**config.mk**
```make
export PLATFORM = sky130hd
export DESIGN_NAME = copper_top
export DESIGN_NICKNAME = d
export VERILOG_FILES = /design/src/copper_isa_pkg.sv /design/src/copper_xr_pkg.sv /design/src/copper_beam_compare.sv /design/src/copper_program_counter.sv /design/src/copper_sequencer.sv /design/src/copper_top.sv /design/src/copper_xr_writer.sv
export VERILOG_INCLUDE_DIRS = /design/src /design/src/src
export SDC_FILE = /design/constraint.sdc
export NUM_CORES = 1
export LEC_CHECK = 0
export BUFFER_PORTS_ARGS = -buffer_cell sky130_fd_sc_hd__buf_2
export CORE_ASPECT_RATIO = 2
export CORE_UTILIZATION = 53
export CTS_BUF_LIST = sky130_fd_sc_hd__clkbuf_4 sky130_fd_sc_hd__clkbuf_8
export CTS_CLUSTER_DIAMETER = 30
export DETAILED_ROUTE_END_ITERATION = 8
export PLACE_DENSITY = 0.82
export SYNTH_ARGS = -nofsm -noshare
export SYNTH_HDL_FRONTEND = slang
export SYNTH_SLANG_ARGS = --single-unit
export TNS_END_PERCENT = 1
```
**constraint.sdc**
```tcl
create_clock -name clk -period 4.3 [get_ports clk]
set_input_delay 0 -clock clk [delete_from_list [all_inputs] [get_ports clk]]
set_output_delay 0 -clock clk [all_outputs]
set_load 0.005 [all_outputs]
```
**src/copper_settings.svh**
```systemverilog
`ifndef COPPER_SETTINGS_SVH
`define COPPER_SETTINGS_SVH

// Copper program counter, one step per 32-bit instruction
`define COPPER_PC_W 10

// XR bus address and data widths
`define COPPER_XR_ADDR_W 16
`define COPPER_DATA_W 16

// Beam counters and position fields
`define COPPER_BEAM_W 11

// Video timing totals for 640x480
`define COPPER_H_TOTAL 800
`define COPPER_V_TOTAL 525

// Restart this many pixels before the end of the last line
`define COPPER_RESTART_H_OFFSET 5

// XR region bases for MOVEP and MOVEC
`define COPPER_XR_COLOR_BASE 16'h8000
`define COPPER_XR_COPPER_BASE 16'hC000

// Control register select
`define COPPER_CTRL_NUM_W 4
`define COPPER_CTRL_REG_NUM 1

`endif

```
**src/copper_isa_pkg.sv**
```systemverilog
`default_nettype none

`include "copper_settings.svh"

package copper_isa_pkg;

    // Instruction opcodes in the top nibble of the even word
    // Anything not listed here runs as a four cycle NOP
    typedef enum logic [3:0] {
        OP_WAIT  = 4'b0000,
        OP_SKIP  = 4'b0010,
        OP_JMP   = 4'b0100,
        OP_MOVER = 4'b1001,
        OP_MOVEP = 4'b1011,
        OP_MOVEC = 4'b1100
    } copper_opcode_t;

    // Per-instruction execution steps
    typedef enum logic [2:0] {
        ST_INIT    = 3'd0,
        ST_FETCH   = 3'd1,
        ST_LATCH   = 3'd2,
        ST_PRECOMP = 3'd3,
        ST_EXEC    = 3'd4
    } copper_state_t;

    // Even word in the upper half, odd word in the lower half
    // data[14:4] is the horizontal position for WAIT and SKIP
    // data[1] ignores horizontal, data[0] ignores vertical
    typedef struct packed {
        copper_opcode_t                 opcode;
        logic                           spare;
        logic [`COPPER_BEAM_W-1:0]      addr;
        logic [`COPPER_DATA_W-1:0]      data;
    } copper_insn_t;

endpackage

`default_nettype wire

```
**src/copper_xr_pkg.sv**
```systemverilog
`default_nettype none

`include "copper_settings.svh"

package copper_xr_pkg;

    // One XR bus write, en is a single-cycle strobe
    typedef struct packed {
        logic                           en;
        logic [`COPPER_XR_ADDR_W-1:0]   addr;
        logic [`COPPER_DATA_W-1:0]      data;
    } xr_write_t;

    // Busy levels of the writable regions
    typedef struct packed {
        logic   reg_busy;
        logic   color_busy;
        logic   copper_busy;
    } xr_busy_t;

    // Copper memory read port, data returns one cycle later
    typedef struct packed {
        logic                           en;
        logic [`COPPER_PC_W-1:0]        addr;
    } copper_mem_rd_t;

endpackage

`default_nettype wire

```
**src/copper_beam_compare.sv**
```systemverilog
`default_nettype none
`timescale 1ns/1ns

`include "copper_settings.svh"

module copper_beam_compare
    import copper_isa_pkg::*;
(
    input  wire logic                       clk,
    input  wire logic                       copp_reset,
    input  wire logic [`COPPER_BEAM_W-1:0]  h_count_i,
    input  wire logic [`COPPER_BEAM_W-1:0]  v_count_i,
    input  wire logic                       precomp_i,
    input  wire copper_insn_t               insn_i,
    output      logic                       frame_restart_o,
    output      logic                       cond_met_o
);

    localparam logic [`COPPER_BEAM_W-1:0] RESTART_H =
        `COPPER_BEAM_W'(`COPPER_H_TOTAL - `COPPER_RESTART_H_OFFSET);
    localparam logic [`COPPER_BEAM_W-1:0] RESTART_V =
        `COPPER_BEAM_W'(`COPPER_V_TOTAL - 1);

    logic                       v_reached;
    logic                       h_reached;
    logic [`COPPER_BEAM_W-1:0]  h_pos;
    logic                       cond_met_q;

    // Last line, a few pixels early so the first fetch is done by pixel 0
    assign frame_restart_o = (h_count_i == RESTART_H) && (v_count_i == RESTART_V);

    // Horizontal target sits in the odd word
    assign h_pos = insn_i.data[14:4];

    // Ignore flags force their axis true
    assign v_reached = insn_i.data[0] || (v_count_i >= insn_i.addr);
    assign h_reached = insn_i.data[1] || (h_count_i >= h_pos);

    always_ff @(posedge clk) begin
        if (copp_reset) begin
            cond_met_q <= 1'b0;
        end else if (precomp_i) begin
            cond_met_q <= v_reached && h_reached;
        end
    end

    assign cond_met_o = cond_met_q;

endmodule

`default_nettype wire

```
**src/copper_program_counter.sv**
```systemverilog
`default_nettype none
`timescale 1ns/1ns

`include "copper_settings.svh"

module copper_program_counter
    import copper_isa_pkg::*;
(
    input  wire logic                           clk,
    input  wire logic                           copp_reset,
    input  wire logic                           ctrl_wr_i,
    input  wire logic [`COPPER_CTRL_NUM_W-1:0]  ctrl_num_i,
    input  wire logic [`COPPER_DATA_W-1:0]      ctrl_data_i,
    input  wire logic                           frame_restart_i,
    input  wire logic                           pc_inc_i,
    input  wire logic                           pc_skip_i,
    input  wire logic                           pc_jump_i,
    input  wire copper_insn_t                   insn_i,
    output      logic                           copper_en_o,
    output      logic [`COPPER_PC_W-1:0]        mem_rd_addr_o
);

    localparam logic [`COPPER_CTRL_NUM_W-1:0] CTRL_REG = `COPPER_CTRL_REG_NUM;

    logic                       ctrl_sel;
    logic                       copper_en_q;
    logic [`COPPER_PC_W-1:0]    init_pc_q;
    logic [`COPPER_PC_W-1:0]    pc_q;

    assign ctrl_sel = ctrl_wr_i && (ctrl_num_i == CTRL_REG);

    // Control register, bit 15 enable and bits 9:0 initial pc
    always_ff @(posedge clk) begin
        if (copp_reset) begin
            copper_en_q <= 1'b0;
            init_pc_q   <= '0;
        end else if (ctrl_sel) begin
            copper_en_q <= ctrl_data_i[15];
            init_pc_q   <= ctrl_data_i[`COPPER_PC_W-1:0];
        end
    end

    always_ff @(posedge clk) begin
        if (copp_reset) begin
            pc_q <= '0;
        end else if (frame_restart_i) begin
            pc_q <= init_pc_q;
        end else if (ctrl_sel) begin
            // New program starts at its initial pc without waiting a frame
            pc_q <= ctrl_data_i[`COPPER_PC_W-1:0];
        end else if (pc_jump_i) begin
            // Jump target is a word address, drop bit 0
            pc_q <= insn_i.addr[`COPPER_PC_W:1];
        end else if (pc_skip_i || pc_inc_i) begin
            // pc already points past the SKIP, one more steps over the next
            pc_q <= pc_q + 1'b1;
        end
    end

    assign copper_en_o   = copper_en_q;
    assign mem_rd_addr_o = pc_q;

endmodule

`default_nettype wire

```
**src/copper_sequencer.sv**
```systemverilog
`default_nettype none
`timescale 1ns/1ns

`include "copper_settings.svh"

module copper_sequencer
    import copper_isa_pkg::*;
    import copper_xr_pkg::*;
(
    input  wire logic                       clk,
    input  wire logic                       copp_reset,
    input  wire logic                       frame_restart_i,
    input  wire logic                       copper_en_i,
    input  wire logic                       cond_met_i,
    input  wire xr_busy_t                   busy_i,
    input  wire logic [`COPPER_DATA_W-1:0]  mem_even_i,
    input  wire logic [`COPPER_DATA_W-1:0]  mem_odd_i,
    output      copper_insn_t               insn_o,
    output      logic                       mem_rd_en_o,
    output      logic                       pc_inc_o,
    output      logic                       pc_skip_o,
    output      logic                       pc_jump_o,
    output      logic                       precomp_o,
    output      logic                       move_go_o
);

    copper_state_t  state_q;
    copper_state_t  state_d;
    copper_insn_t   insn_q;
    logic           is_move;
    logic           region_busy;
    logic           in_exec;

    // Pick the busy flag of the region the MOVE targets
    always_comb begin
        is_move     = 1'b0;
        region_busy = 1'b0;
        case (insn_q.opcode)
            OP_MOVER: begin
                is_move     = 1'b1;
                region_busy = busy_i.reg_busy;
            end
            OP_MOVEP: begin
                is_move     = 1'b1;
                region_busy = busy_i.color_busy;
            end
            OP_MOVEC: begin
                is_move     = 1'b1;
                region_busy = busy_i.copper_busy;
            end
            default: ;
        endcase
    end

    always_comb begin
        state_d = state_q;
        case (state_q)
            ST_INIT: begin
                if (copper_en_i) begin
                    state_d = ST_FETCH;
                end
            end
            // Disabling mid-program parks the FSM here
            ST_FETCH:   state_d = copper_en_i ? ST_LATCH : ST_INIT;
            ST_LATCH:   state_d = ST_PRECOMP;
            ST_PRECOMP: state_d = ST_EXEC;
            ST_EXEC: begin
                if (insn_q.opcode == OP_WAIT) begin
                    // Failed WAIT goes back to sample the beam again
                    state_d = cond_met_i ? ST_FETCH : ST_PRECOMP;
                end else if (is_move && region_busy) begin
                    state_d = ST_EXEC;
                end else begin
                    state_d = ST_FETCH;
                end
            end
            default:    state_d = ST_INIT;
        endcase
    end

    always_ff @(posedge clk) begin
        if (copp_reset) begin
            state_q <= ST_INIT;
        end else if (frame_restart_i) begin
            state_q <= ST_INIT;
        end else begin
            state_q <= state_d;
        end
    end

    // Memory data for the FETCH address is valid in LATCH
    always_ff @(posedge clk) begin
        if (state_q == ST_LATCH) begin
            insn_q <= copper_insn_t'({mem_even_i, mem_odd_i});
        end
    end

    assign in_exec     = (state_q == ST_EXEC);
    assign insn_o      = insn_q;
    assign mem_rd_en_o = (state_q == ST_FETCH);
    assign pc_inc_o    = (state_q == ST_FETCH) && copper_en_i;
    assign precomp_o   = (state_q == ST_PRECOMP);
    assign pc_skip_o   = in_exec && (insn_q.opcode == OP_SKIP) && cond_met_i;
    assign pc_jump_o   = in_exec && (insn_q.opcode == OP_JMP);
    assign move_go_o   = in_exec && is_move && !region_busy;

endmodule

`default_nettype wire

```
**src/copper_top.sv**
```systemverilog
`default_nettype none
`timescale 1ns/1ns

`include "copper_settings.svh"

module copper_top
    import copper_isa_pkg::*;
    import copper_xr_pkg::*;
(
    input  wire logic                           clk,
    input  wire logic                           copp_reset,
    input  wire logic                           ctrl_wr_i,
    input  wire logic [`COPPER_CTRL_NUM_W-1:0]  ctrl_num_i,
    input  wire logic [`COPPER_DATA_W-1:0]      ctrl_data_i,
    input  wire logic [`COPPER_BEAM_W-1:0]      h_count_i,
    input  wire logic [`COPPER_BEAM_W-1:0]      v_count_i,
    input  wire logic [`COPPER_DATA_W-1:0]      mem_even_i,
    input  wire logic [`COPPER_DATA_W-1:0]      mem_odd_i,
    input  wire xr_busy_t                       busy_i,
    output      copper_mem_rd_t                 mem_rd_o,
    output      xr_write_t                      xr_wr_o
);

    logic                       copper_en;
    logic [`COPPER_PC_W-1:0]    pc;
    logic                       mem_rd_en;
    logic                       pc_inc;
    logic                       pc_skip;
    logic                       pc_jump;
    logic                       precomp;
    logic                       move_go;
    logic                       frame_restart;
    logic                       cond_met;
    copper_insn_t               insn;

    // Read port, address straight from the pc
    assign mem_rd_o = '{en: mem_rd_en, addr: pc};

    copper_sequencer u_sequencer (
        .clk             (clk),
        .copp_reset      (copp_reset),
        .frame_restart_i (frame_restart),
        .copper_en_i     (copper_en),
        .cond_met_i      (cond_met),
        .busy_i          (busy_i),
        .mem_even_i      (mem_even_i),
        .mem_odd_i       (mem_odd_i),
        .insn_o          (insn),
        .mem_rd_en_o     (mem_rd_en),
        .pc_inc_o        (pc_inc),
        .pc_skip_o       (pc_skip),
        .pc_jump_o       (pc_jump),
        .precomp_o       (precomp),
        .move_go_o       (move_go)
    );

    copper_program_counter u_pc (
        .clk             (clk),
        .copp_reset      (copp_reset),
        .ctrl_wr_i       (ctrl_wr_i),
        .ctrl_num_i      (ctrl_num_i),
        .ctrl_data_i     (ctrl_data_i),
        .frame_restart_i (frame_restart),
        .pc_inc_i        (pc_inc),
        .pc_skip_i       (pc_skip),
        .pc_jump_i       (pc_jump),
        .insn_i          (insn),
        .copper_en_o     (copper_en),
        .mem_rd_addr_o   (pc)
    );

    copper_beam_compare u_beam (
        .clk             (clk),
        .copp_reset      (copp_reset),
        .h_count_i       (h_count_i),
        .v_count_i       (v_count_i),
        .precomp_i       (precomp),
        .insn_i          (insn),
        .frame_restart_o (frame_restart),
        .cond_met_o      (cond_met)
    );

    copper_xr_writer u_writer (
        .clk             (clk),
        .copp_reset      (copp_reset),
        .frame_restart_i (frame_restart),
        .move_go_i       (move_go),
        .insn_i          (insn),
        .xr_wr_o         (xr_wr_o)
    );

endmodule

`default_nettype wire

```
**src/copper_xr_writer.sv**
```systemverilog
`default_nettype none
`timescale 1ns/1ns

`include "copper_settings.svh"

module copper_xr_writer
    import copper_isa_pkg::*;
    import copper_xr_pkg::*;
(
    input  wire logic           clk,
    input  wire logic           copp_reset,
    input  wire logic           frame_restart_i,
    input  wire logic           move_go_i,
    input  wire copper_insn_t   insn_i,
    output      xr_write_t      xr_wr_o
);

    localparam logic [`COPPER_XR_ADDR_W-1:0] COLOR_BASE  = `COPPER_XR_COLOR_BASE;
    localparam logic [`COPPER_XR_ADDR_W-1:0] COPPER_BASE = `COPPER_XR_COPPER_BASE;

    logic [`COPPER_XR_ADDR_W-1:0]   addr_d;
    logic                           wr_en_q;
    logic [`COPPER_XR_ADDR_W-1:0]   wr_addr_q;
    logic [`COPPER_DATA_W-1:0]      wr_data_q;

    // Target address by MOVE flavour
    always_comb begin
        case (insn_i.opcode)
            // XR register number in the low byte
            OP_MOVER: addr_d = {8'h00, insn_i.addr[7:0]};
            // Colour index in the low byte
            OP_MOVEP: addr_d = {COLOR_BASE[15:8], insn_i.addr[7:0]};
            // Full 11-bit copper word address
            OP_MOVEC: addr_d = COPPER_BASE | `COPPER_XR_ADDR_W'(insn_i.addr);
            default:  addr_d = '0;
        endcase
    end

    // Strobe is high only the cycle after move_go
    always_ff @(posedge clk) begin
        if (copp_reset) begin
            wr_en_q <= 1'b0;
        end else if (frame_restart_i) begin
            wr_en_q <= 1'b0;
        end else begin
            wr_en_q <= move_go_i;
        end
    end

    always_ff @(posedge clk) begin
        if (move_go_i) begin
            wr_addr_q <= addr_d;
            wr_data_q <= insn_i.data;
        end
    end

    assign xr_wr_o = '{en: wr_en_q, addr: wr_addr_q, data: wr_data_q};

endmodule

`default_nettype wire
```
==> out/results.ini, run 1 <==
[setup_path]
cp-startpoint=u_sequencer.state_q[2]$_SDFFE_PP0P_
endpoint_kind=flop
cp_max_fo=12
regToRegEndpoint=u_pc.mem_rd_addr_o[2]$_SDFFE_PP0P_
worstSetupStartpointType=flop
r2r_slack_ns=1.82
crit_chain=or3b_1 -> a2111oi_4 -> or2_2 -> and3_2 -> o31ai_2
cp_data_required_time_ns=4.53
timing.rr.start=u_sequencer.state_q[2]$_SDFFE_PP0P_
crit_slowest_cell=a2111oi_4
worstRegToRegCells=5
crit_arrival_ns=2.71
crit_end=u_pc.mem_rd_addr_o[2]$_SDFFE_PP0P_
slowest_delay_ns=0.61
criticalPathCategory=flop to flop

[power_and_ir_drop]
switching_share=0.217
power_leakage_uw=0.00217
p_int_uw=1210
p_seq_frac=0.572
p_clk_frac=0.355
ir_worst_vdd_mv=0.242
power.switching_uw=336
p_per_area_nw_per_um2=289
p_comb_frac=0.073

[cts]
clk_pin_slew_worst_paths_ns=0.08
cts_tree=built
worstSkewPairLatency_ns=0.37
cts.sinks=86
cts_root_buf=clkbuf_8
cts_buffers=9
clk_path_buf_depth=2
cts_resized=0
htreeDepth=3

[timing]
relSlewSlack=0.377
fin_crit_ns=2.48
timing.final.hold_violations=0
setup_viol=0
tns_ns=0
rsz0062_at_grt=false
holdWs_ns=0.0472
timing.final.crit_share=0.577
finalClockSkew_ns=0.00934
fin_ws_ns=1.82
tightest_slew_ns=0.930
maxSlewViolCount=0
timing.fmax_mhz=403

[cells_and_area]
fill_cells=570
final_area_um2=5350
final_nets=620
drive_above_1_share=0.278
syn2layout_area_growth_pct=29.5
insertedDiodeCount=0
post-route-util=0.709

[die]
rows=45
fp.dieArea_um2=8170
initial_utilization=0.547
ios=124
die_x_um=64.4
core_um2=7540
die_h_um=127

[outcome]
run_status=completed

[route]
via_per_inst=5.60
finalWirelength_um=10400
wl_per_cell_um=16.9
drtIter0Drc=206
drc=0
final_antenna_net_count=0
dr_total_vias=3449
drtPass1Iterations=7

[worst_hold_path]
whs_path_depth=2
hold_path.class=input port to flop

[yosys]
postSynthCellCount=363
yosys_warnings=0
synth_top_area_share=0.436
synth_edf_count=60
syn-cell-area_um2=4130
ys_async_sr_fraction=0
yosys_most_used_dff=edfxtp_1
ys_seq_area_frac=0.563
ys_seq_elements=86
synth.distinct_cells=61
synth_area_leaders=edfxtp_1 44%, dfxtp_1 13%, ha_1 7.0%, a21oi_1 2.8%, nand2_1 2.4%
synth_top_area_cell=edfxtp_1
avgSynthCellArea_um2=11.4

[grt]
grt_pass1_vias=3445
gr-usage-all-layers=0.268
grt_max_degree=31
antenna_found_initial=0
grt_pass1_wl_um=16000
grt_overflow=0

[place]
post-place-ws_ns=1.85
post-dp-hpwl_um=7440
routabilityCongestion=0.872
port_buffers=114
placed_area_um2=4740

[flow_run]
cap_violations=0

## layout make-up
type	instances	area (um^2)	share of cell area
inverter	25	93.8	0.0176
sequential	86	2320	0.434
clock buffer	9	124	0.0232
timing repair buffer	158	1010	0.188
clock inverter	7	63.8	0.0119
multi-input combinational	237	1620	0.303
tap	94	118	0.0220
## cell usage in the layout (no fill, tap or decap), drive strengths merged, types with 9 or more instances in the layout
cell type,instances
a21oi,23
and2,10
buf,116
clkbuf,9
dfxtp,26
dlygate4sd3,42
edfxtp,60
ha,23
inv,26
nand2,26
nand3,15
nor2,16
nor3,16
o21ai,15
## worst min path at each step
stage	start	to	slack [ns]
2_1_floorplan	mem_odd_i[0]	u_sequencer.insn_o[0]$_DFFE_PP_	0.1
3_3_place_gp	mem_odd_i[2]	u_sequencer.insn_o[2]$_DFFE_PP_	0.18
3_5_place_dp	mem_odd_i[2]	u_sequencer.insn_o[2]$_DFFE_PP_	0.18
4_1_cts	copp_reset	u_pc.init_pc_q[3]$_SDFFE_PP0P_	0.03
5_1_grt	copp_reset	u_pc.init_pc_q[3]$_SDFFE_PP0P_	0.04
6_report	copp_reset	u_pc.init_pc_q[3]$_SDFFE_PP0P_	0.05
## routing by layer
| layer | GRT usage | vias to the layer above | share of wire |
|---|---|---|---|
| met5 | 0 | - | 0 |
| met4 | 0.199 | 0 | 0.049 |
| met3 | 0.0567 | 37 | 0.054 |
| met2 | 0.480 | 147 | 0.56 |
| met1 | 0.259 | 1617 | 0.34 |
| li1 | - | 1648 | - |
## worst max-delay path: cells and delay by family, from the launching register on
family | cells | cell delay [ns]
AO/OA/AOI/OAI | 2 | 0.67
flip-flops | 1 | 0.47
AND/OR/NAND/NOR | 3 | 1.21
## state kept, by name, summed over array words and instances (netlist names)
register / cells
u_sequencer.insn_o: 31
u_writer.wr_data_q: 16
u_writer.wr_addr_q: 13
u_pc.init_pc_q: 10
u_pc.mem_rd_addr_o: 10
u_sequencer.state_q: 3
u_beam.cond_met_o: 1
u_pc.copper_en_o: 1
u_writer.wr_en_q: 1
## power groups by stage
stage | Sequential, uW | Clock, uW | Combinational, uW
final | 885 | 550 | 112
after global placement | 904 | 0 | 76.9
after detailed placement | 904 | 0 | 81.2
after global routing | 885 | 592 | 123
after CTS | 885 | 557 | 111
after floorplan | 903 | 0 | 35.3
## what timing repair did
item                                   CTS  global route
hold buffers                            42             0
buffers inserted                         0             0
endpoints found under the hold margin   44             0
## logic make-up after synthesis
group / after synthesis / synth area share
AO/OA/AOI/OAI: 75 / 0.131
XOR/XNOR: 4 / 0.00849
adder cells (fa/ha/maj): 23 / 0.0697
buffers and inverters: 42 / 0.0482
flip-flops: 86 / 0.563
multiplexers: 1 / 0.00273
other: 1 / 0.000908
AND/OR/NAND/NOR: 131 / 0.177
## cells in the mapped netlist (all sizes together) (3+ instances only)
library cell,number
a211oi,7
a21o,3
a21oi,23
and2,10
and3,8
buf,7
clkbuf,9
dfxtp,26
edfxtp,60
ha,23
inv,25
nand2,26
nand3,15
nand3b,5
nand4,8
nor2,16
nor3,16
nor3b,5
nor4b,3
o211ai,6
o21a,4
o21ai,15
or2,3
xnor2,3
## metrics by stage
stage / instances / total power [uW]
5_1_grt: 616 / 1600
4_1_cts: 616 / 1550
6_report: 616 / 1550
3_5_place_dp: 558 / 985
3_3_place_gp: 558 / 981
2_1_floorplan: 365 / 939
Note: power is estimated with default switching activity, not from simulation.
==> inputs of run 2 (changes only) <==
--- a/config.mk
+++ b/config.mk
@@ -6,9 +6,10 @@
 export SDC_FILE = /design/constraint.sdc
 export NUM_CORES = 1
 export LEC_CHECK = 0
+export ABC_AREA = 1
 export BUFFER_PORTS_ARGS = -buffer_cell sky130_fd_sc_hd__buf_2
 export CORE_ASPECT_RATIO = 2
-export CORE_UTILIZATION = 53
+export CORE_UTILIZATION = 54
 export CTS_BUF_LIST = sky130_fd_sc_hd__clkbuf_4 sky130_fd_sc_hd__clkbuf_8
 export CTS_CLUSTER_DIAMETER = 30
 export DETAILED_ROUTE_END_ITERATION = 8
==> constraint.sdc (replaced) <==
create_clock -name clk -period 2.5 [get_ports clk]
set_input_delay 0 -clock clk [delete_from_list [all_inputs] [get_ports clk]]
set_output_delay 0 -clock clk [all_outputs]
set_load 0.005 [all_outputs]
==> run 2 against run 1 <==
- count of clock-buffer cells in the layout increased by 1
- register-to-register slack got worse by 1.3 ns
- largest cell class unchanged
- routed wire length increased by 8.8%
- critical endpoint is now u_pc.mem_rd_addr_o[3]$_SDFFE_PP0P_
- global-route usage increased by 0.92 points
- maximum frequency increased by 26%
- non-clock buffer count increased by 13
- largest power group unchanged
==> out/results.ini, run 2 <==
[worst_hold_path]
hold_path.class=input port to flop
hold-path-endpoint=u_writer.wr_en_q$_SDFF_PP0_
whs_path_depth=4
hold_path.startpoint=busy_i[0]

[yosys]
synth_top_area_share=0.410
synth_edf_count=60
synth.distinct_cells=34
synth_area_leaders=edfxtp_1 41%, dfxtp_1 12%, nand2_1 9.0%, ha_1 6.6%, inv_1 5.6%
synth.most_common_cell=nand2_1
synth_top_area_cell=edfxtp_1
yosys_most_used_dff=edfxtp_1
ys_top_cells_by_count=105 x nand2_1, 65 x inv_1, 60 x edfxtp_1
postSynthCellCount=487
yosys_warnings=0
syn-cell-area_um2=4390
ys_async_sr_fraction=0
avgSynthCellArea_um2=9.01
ys_seq_area_frac=0.529
ys_seq_elements=86

[cts]
cts_root_buf=clkbuf_8
clk_pin_slew_worst_paths_ns=0.08
cts_buffers=9
cts_tree=built
cts.sinks=86
clk_path_buf_depth=2
cts_resized=0
htreeDepth=3
worstSkewPairLatency_ns=0.37

[cells_and_area]
syn2layout_area_growth_pct=30.9
multiInputGateArea_um2=1700
largest_reg_flops=31
drive_above_1_share=0.256
insertedDiodeCount=0
instances_no_fill=756
regArea_um2=2320
layout_common_cells=114 x buf_2, 105 x nand2_1, 65 x inv_1
fill_cells=573
post-route-util=0.729
final_common_cell=buf_2
final_nets=758

[timing]
relSlewSlack=0.628
finalClockSkew_ns=0.0105
tightest_slew_ns=0.557
maxSlewViolCount=0
timing.final.hold_violations=0
timing.fmax_mhz=509
fin_ws_ns=0.536
fin_crit_ns=1.96
holdWs_ns=0.115
rsz0062_at_grt=false
timing.final.crit_share=0.786
setup_viol=0

[grt]
grt_overflow=0
gr-usage-all-layers=0.277
antenna_found_initial=0
grt_pass1_wl_um=17200
grt_pass1_vias=3844
grt_max_degree=33

[outcome]
run_status=completed

[power_and_ir_drop]
power_leakage_uw=0.00266
total_power_uw=2720
p_per_area_nw_per_um2=473
ir_worst_vdd_mv=0.489

[die]
die_x_um=65.8
rows=46
die_h_um=130
fp.dieArea_um2=8510
ios=124
core_um2=7890
initial_utilization=0.557

[setup_path]
crit_slowest_cell=edfxtp_1
r2r_slack_ns=0.54
slowest_delay_ns=0.46
cp_max_fo=20
worstRegToRegCells=10
cp_data_required_time_ns=2.81
timing.rr.start=u_sequencer.insn_o[29]$_DFFE_PP_
worstSetupStartpointType=flop
regToRegEndpoint=u_pc.mem_rd_addr_o[3]$_SDFFE_PP0P_
crit_chain=inv_2 -> nand2_1 -> nor2_1 -> buf_4 -> nand2_2 -> nand3_1 -> nor2_1 -> nand2_2 -> o21ai_1 -> a21oi_2
crit_arrival_ns=2.27
criticalPathCategory=flop to flop
endpoint_kind=flop

[route]
final_antenna_net_count=0
dr_total_vias=3922
finalWirelength_um=11300
drtPass1Iterations=5
wl_per_cell_um=15.0
drc=0
drtIter0Drc=269
via_per_inst=5.19

[place]
port_buffers=114
post-dp-hpwl_um=8120
routabilityCongestion=0.923
dpl.cell_count=688
post-place-ws_ns=0.580

[flow_run]
cap_violations=0

-- run 2: changes by cell type after synthesis, sizes merged, moves of 6 or more --
cell,change
a211oi,-7
o211ai,-6
nor2,+28
nand2,+85
or2,+6
inv,+49
clkbuf,-7
a21oi,+7
nor3,-8
and3,-7
and2,-9
nand3,+29
buf,+7
-- run 2: worst max-delay path by stage --
stage                                         from                                 end  slack [ns]  cells after the start
3_5_place_dp      u_sequencer.insn_o[29]$_DFFE_PP_  u_pc.mem_rd_addr_o[7]$_SDFFE_PP0P_        0.58                     10
2_1_floorplan  u_sequencer.state_q[2]$_SDFFE_PP0P_     u_sequencer.insn_o[0]$_DFFE_PP_       -0.55                      1
4_1_cts           u_sequencer.insn_o[29]$_DFFE_PP_  u_pc.mem_rd_addr_o[9]$_SDFFE_PP0P_        0.56                     10
3_3_place_gp      u_sequencer.insn_o[29]$_DFFE_PP_  u_pc.mem_rd_addr_o[5]$_SDFFE_PP0P_        0.67                     10
6_report          u_sequencer.insn_o[29]$_DFFE_PP_  u_pc.mem_rd_addr_o[3]$_SDFFE_PP0P_        0.54                     10
5_1_grt           u_sequencer.insn_o[29]$_DFFE_PP_  u_pc.mem_rd_addr_o[4]$_SDFFE_PP0P_        0.38                     10
-- run 2: routing by layer --
metal	GRT usage	share of wire	up-vias
li1	-	-	1938
met1	0.256	0.34	1801
met5	0	0	-
met4	0.152	0.038	0
met2	0.534	0.57	148
met3	0.0572	0.054	35
-- run 2: critical path: cells and delay by family, from the launching register on --
family	cells	cell delay [ns]
simple gates	6	0.91
flops	1	0.46
buf+inv	2	0.28
compound gates	2	0.25
-- run 2: cell families (layout without fill, tap and decap cells) --
kind of cell,count (synthesis),in the layout,share of synthesized area
compound gates,50,50,0.0667
xor+xnor,1,1,0.00200
fa+ha+maj,23,23,0.0656
buf+inv,90,261,0.0884
flops,86,86,0.529
other cells,1,3,0.000854
simple gates,236,236,0.247
-- run 2: repair_timing --
item / 4_1_cts / 5_1_grt
hold buffers: 52 / 0
setup buffers: 0 / 0
endpoints found under the hold margin: 42 / 0
-- run 2: power by group --
part           total, uW  internal (uW)  switching [uW]  leakage, uW
combinational        234            128             106      0.00182
clock                957            468             489    0.0000917
sequential          1530           1520            7.86     0.000749
-- run 2: area by class of cell --
type                            count  area share
Clock buffer                       10      0.0229
Multi-Input combinational cell    313       0.296
Sequential cell                    86       0.404
Inverter                           74      0.0483
Clock inverter                      6      0.0109
Timing Repair Buffer              171       0.196
Tap cell                           96      0.0209
-- run 2: through the flow --
stage,instance area [um^2],TNS (ns)
finish,5750,0
global route,5750,0
CTS,5750,0
detailed placement,5030,0
global placement,5030,0
floorplan,4400,-17.57
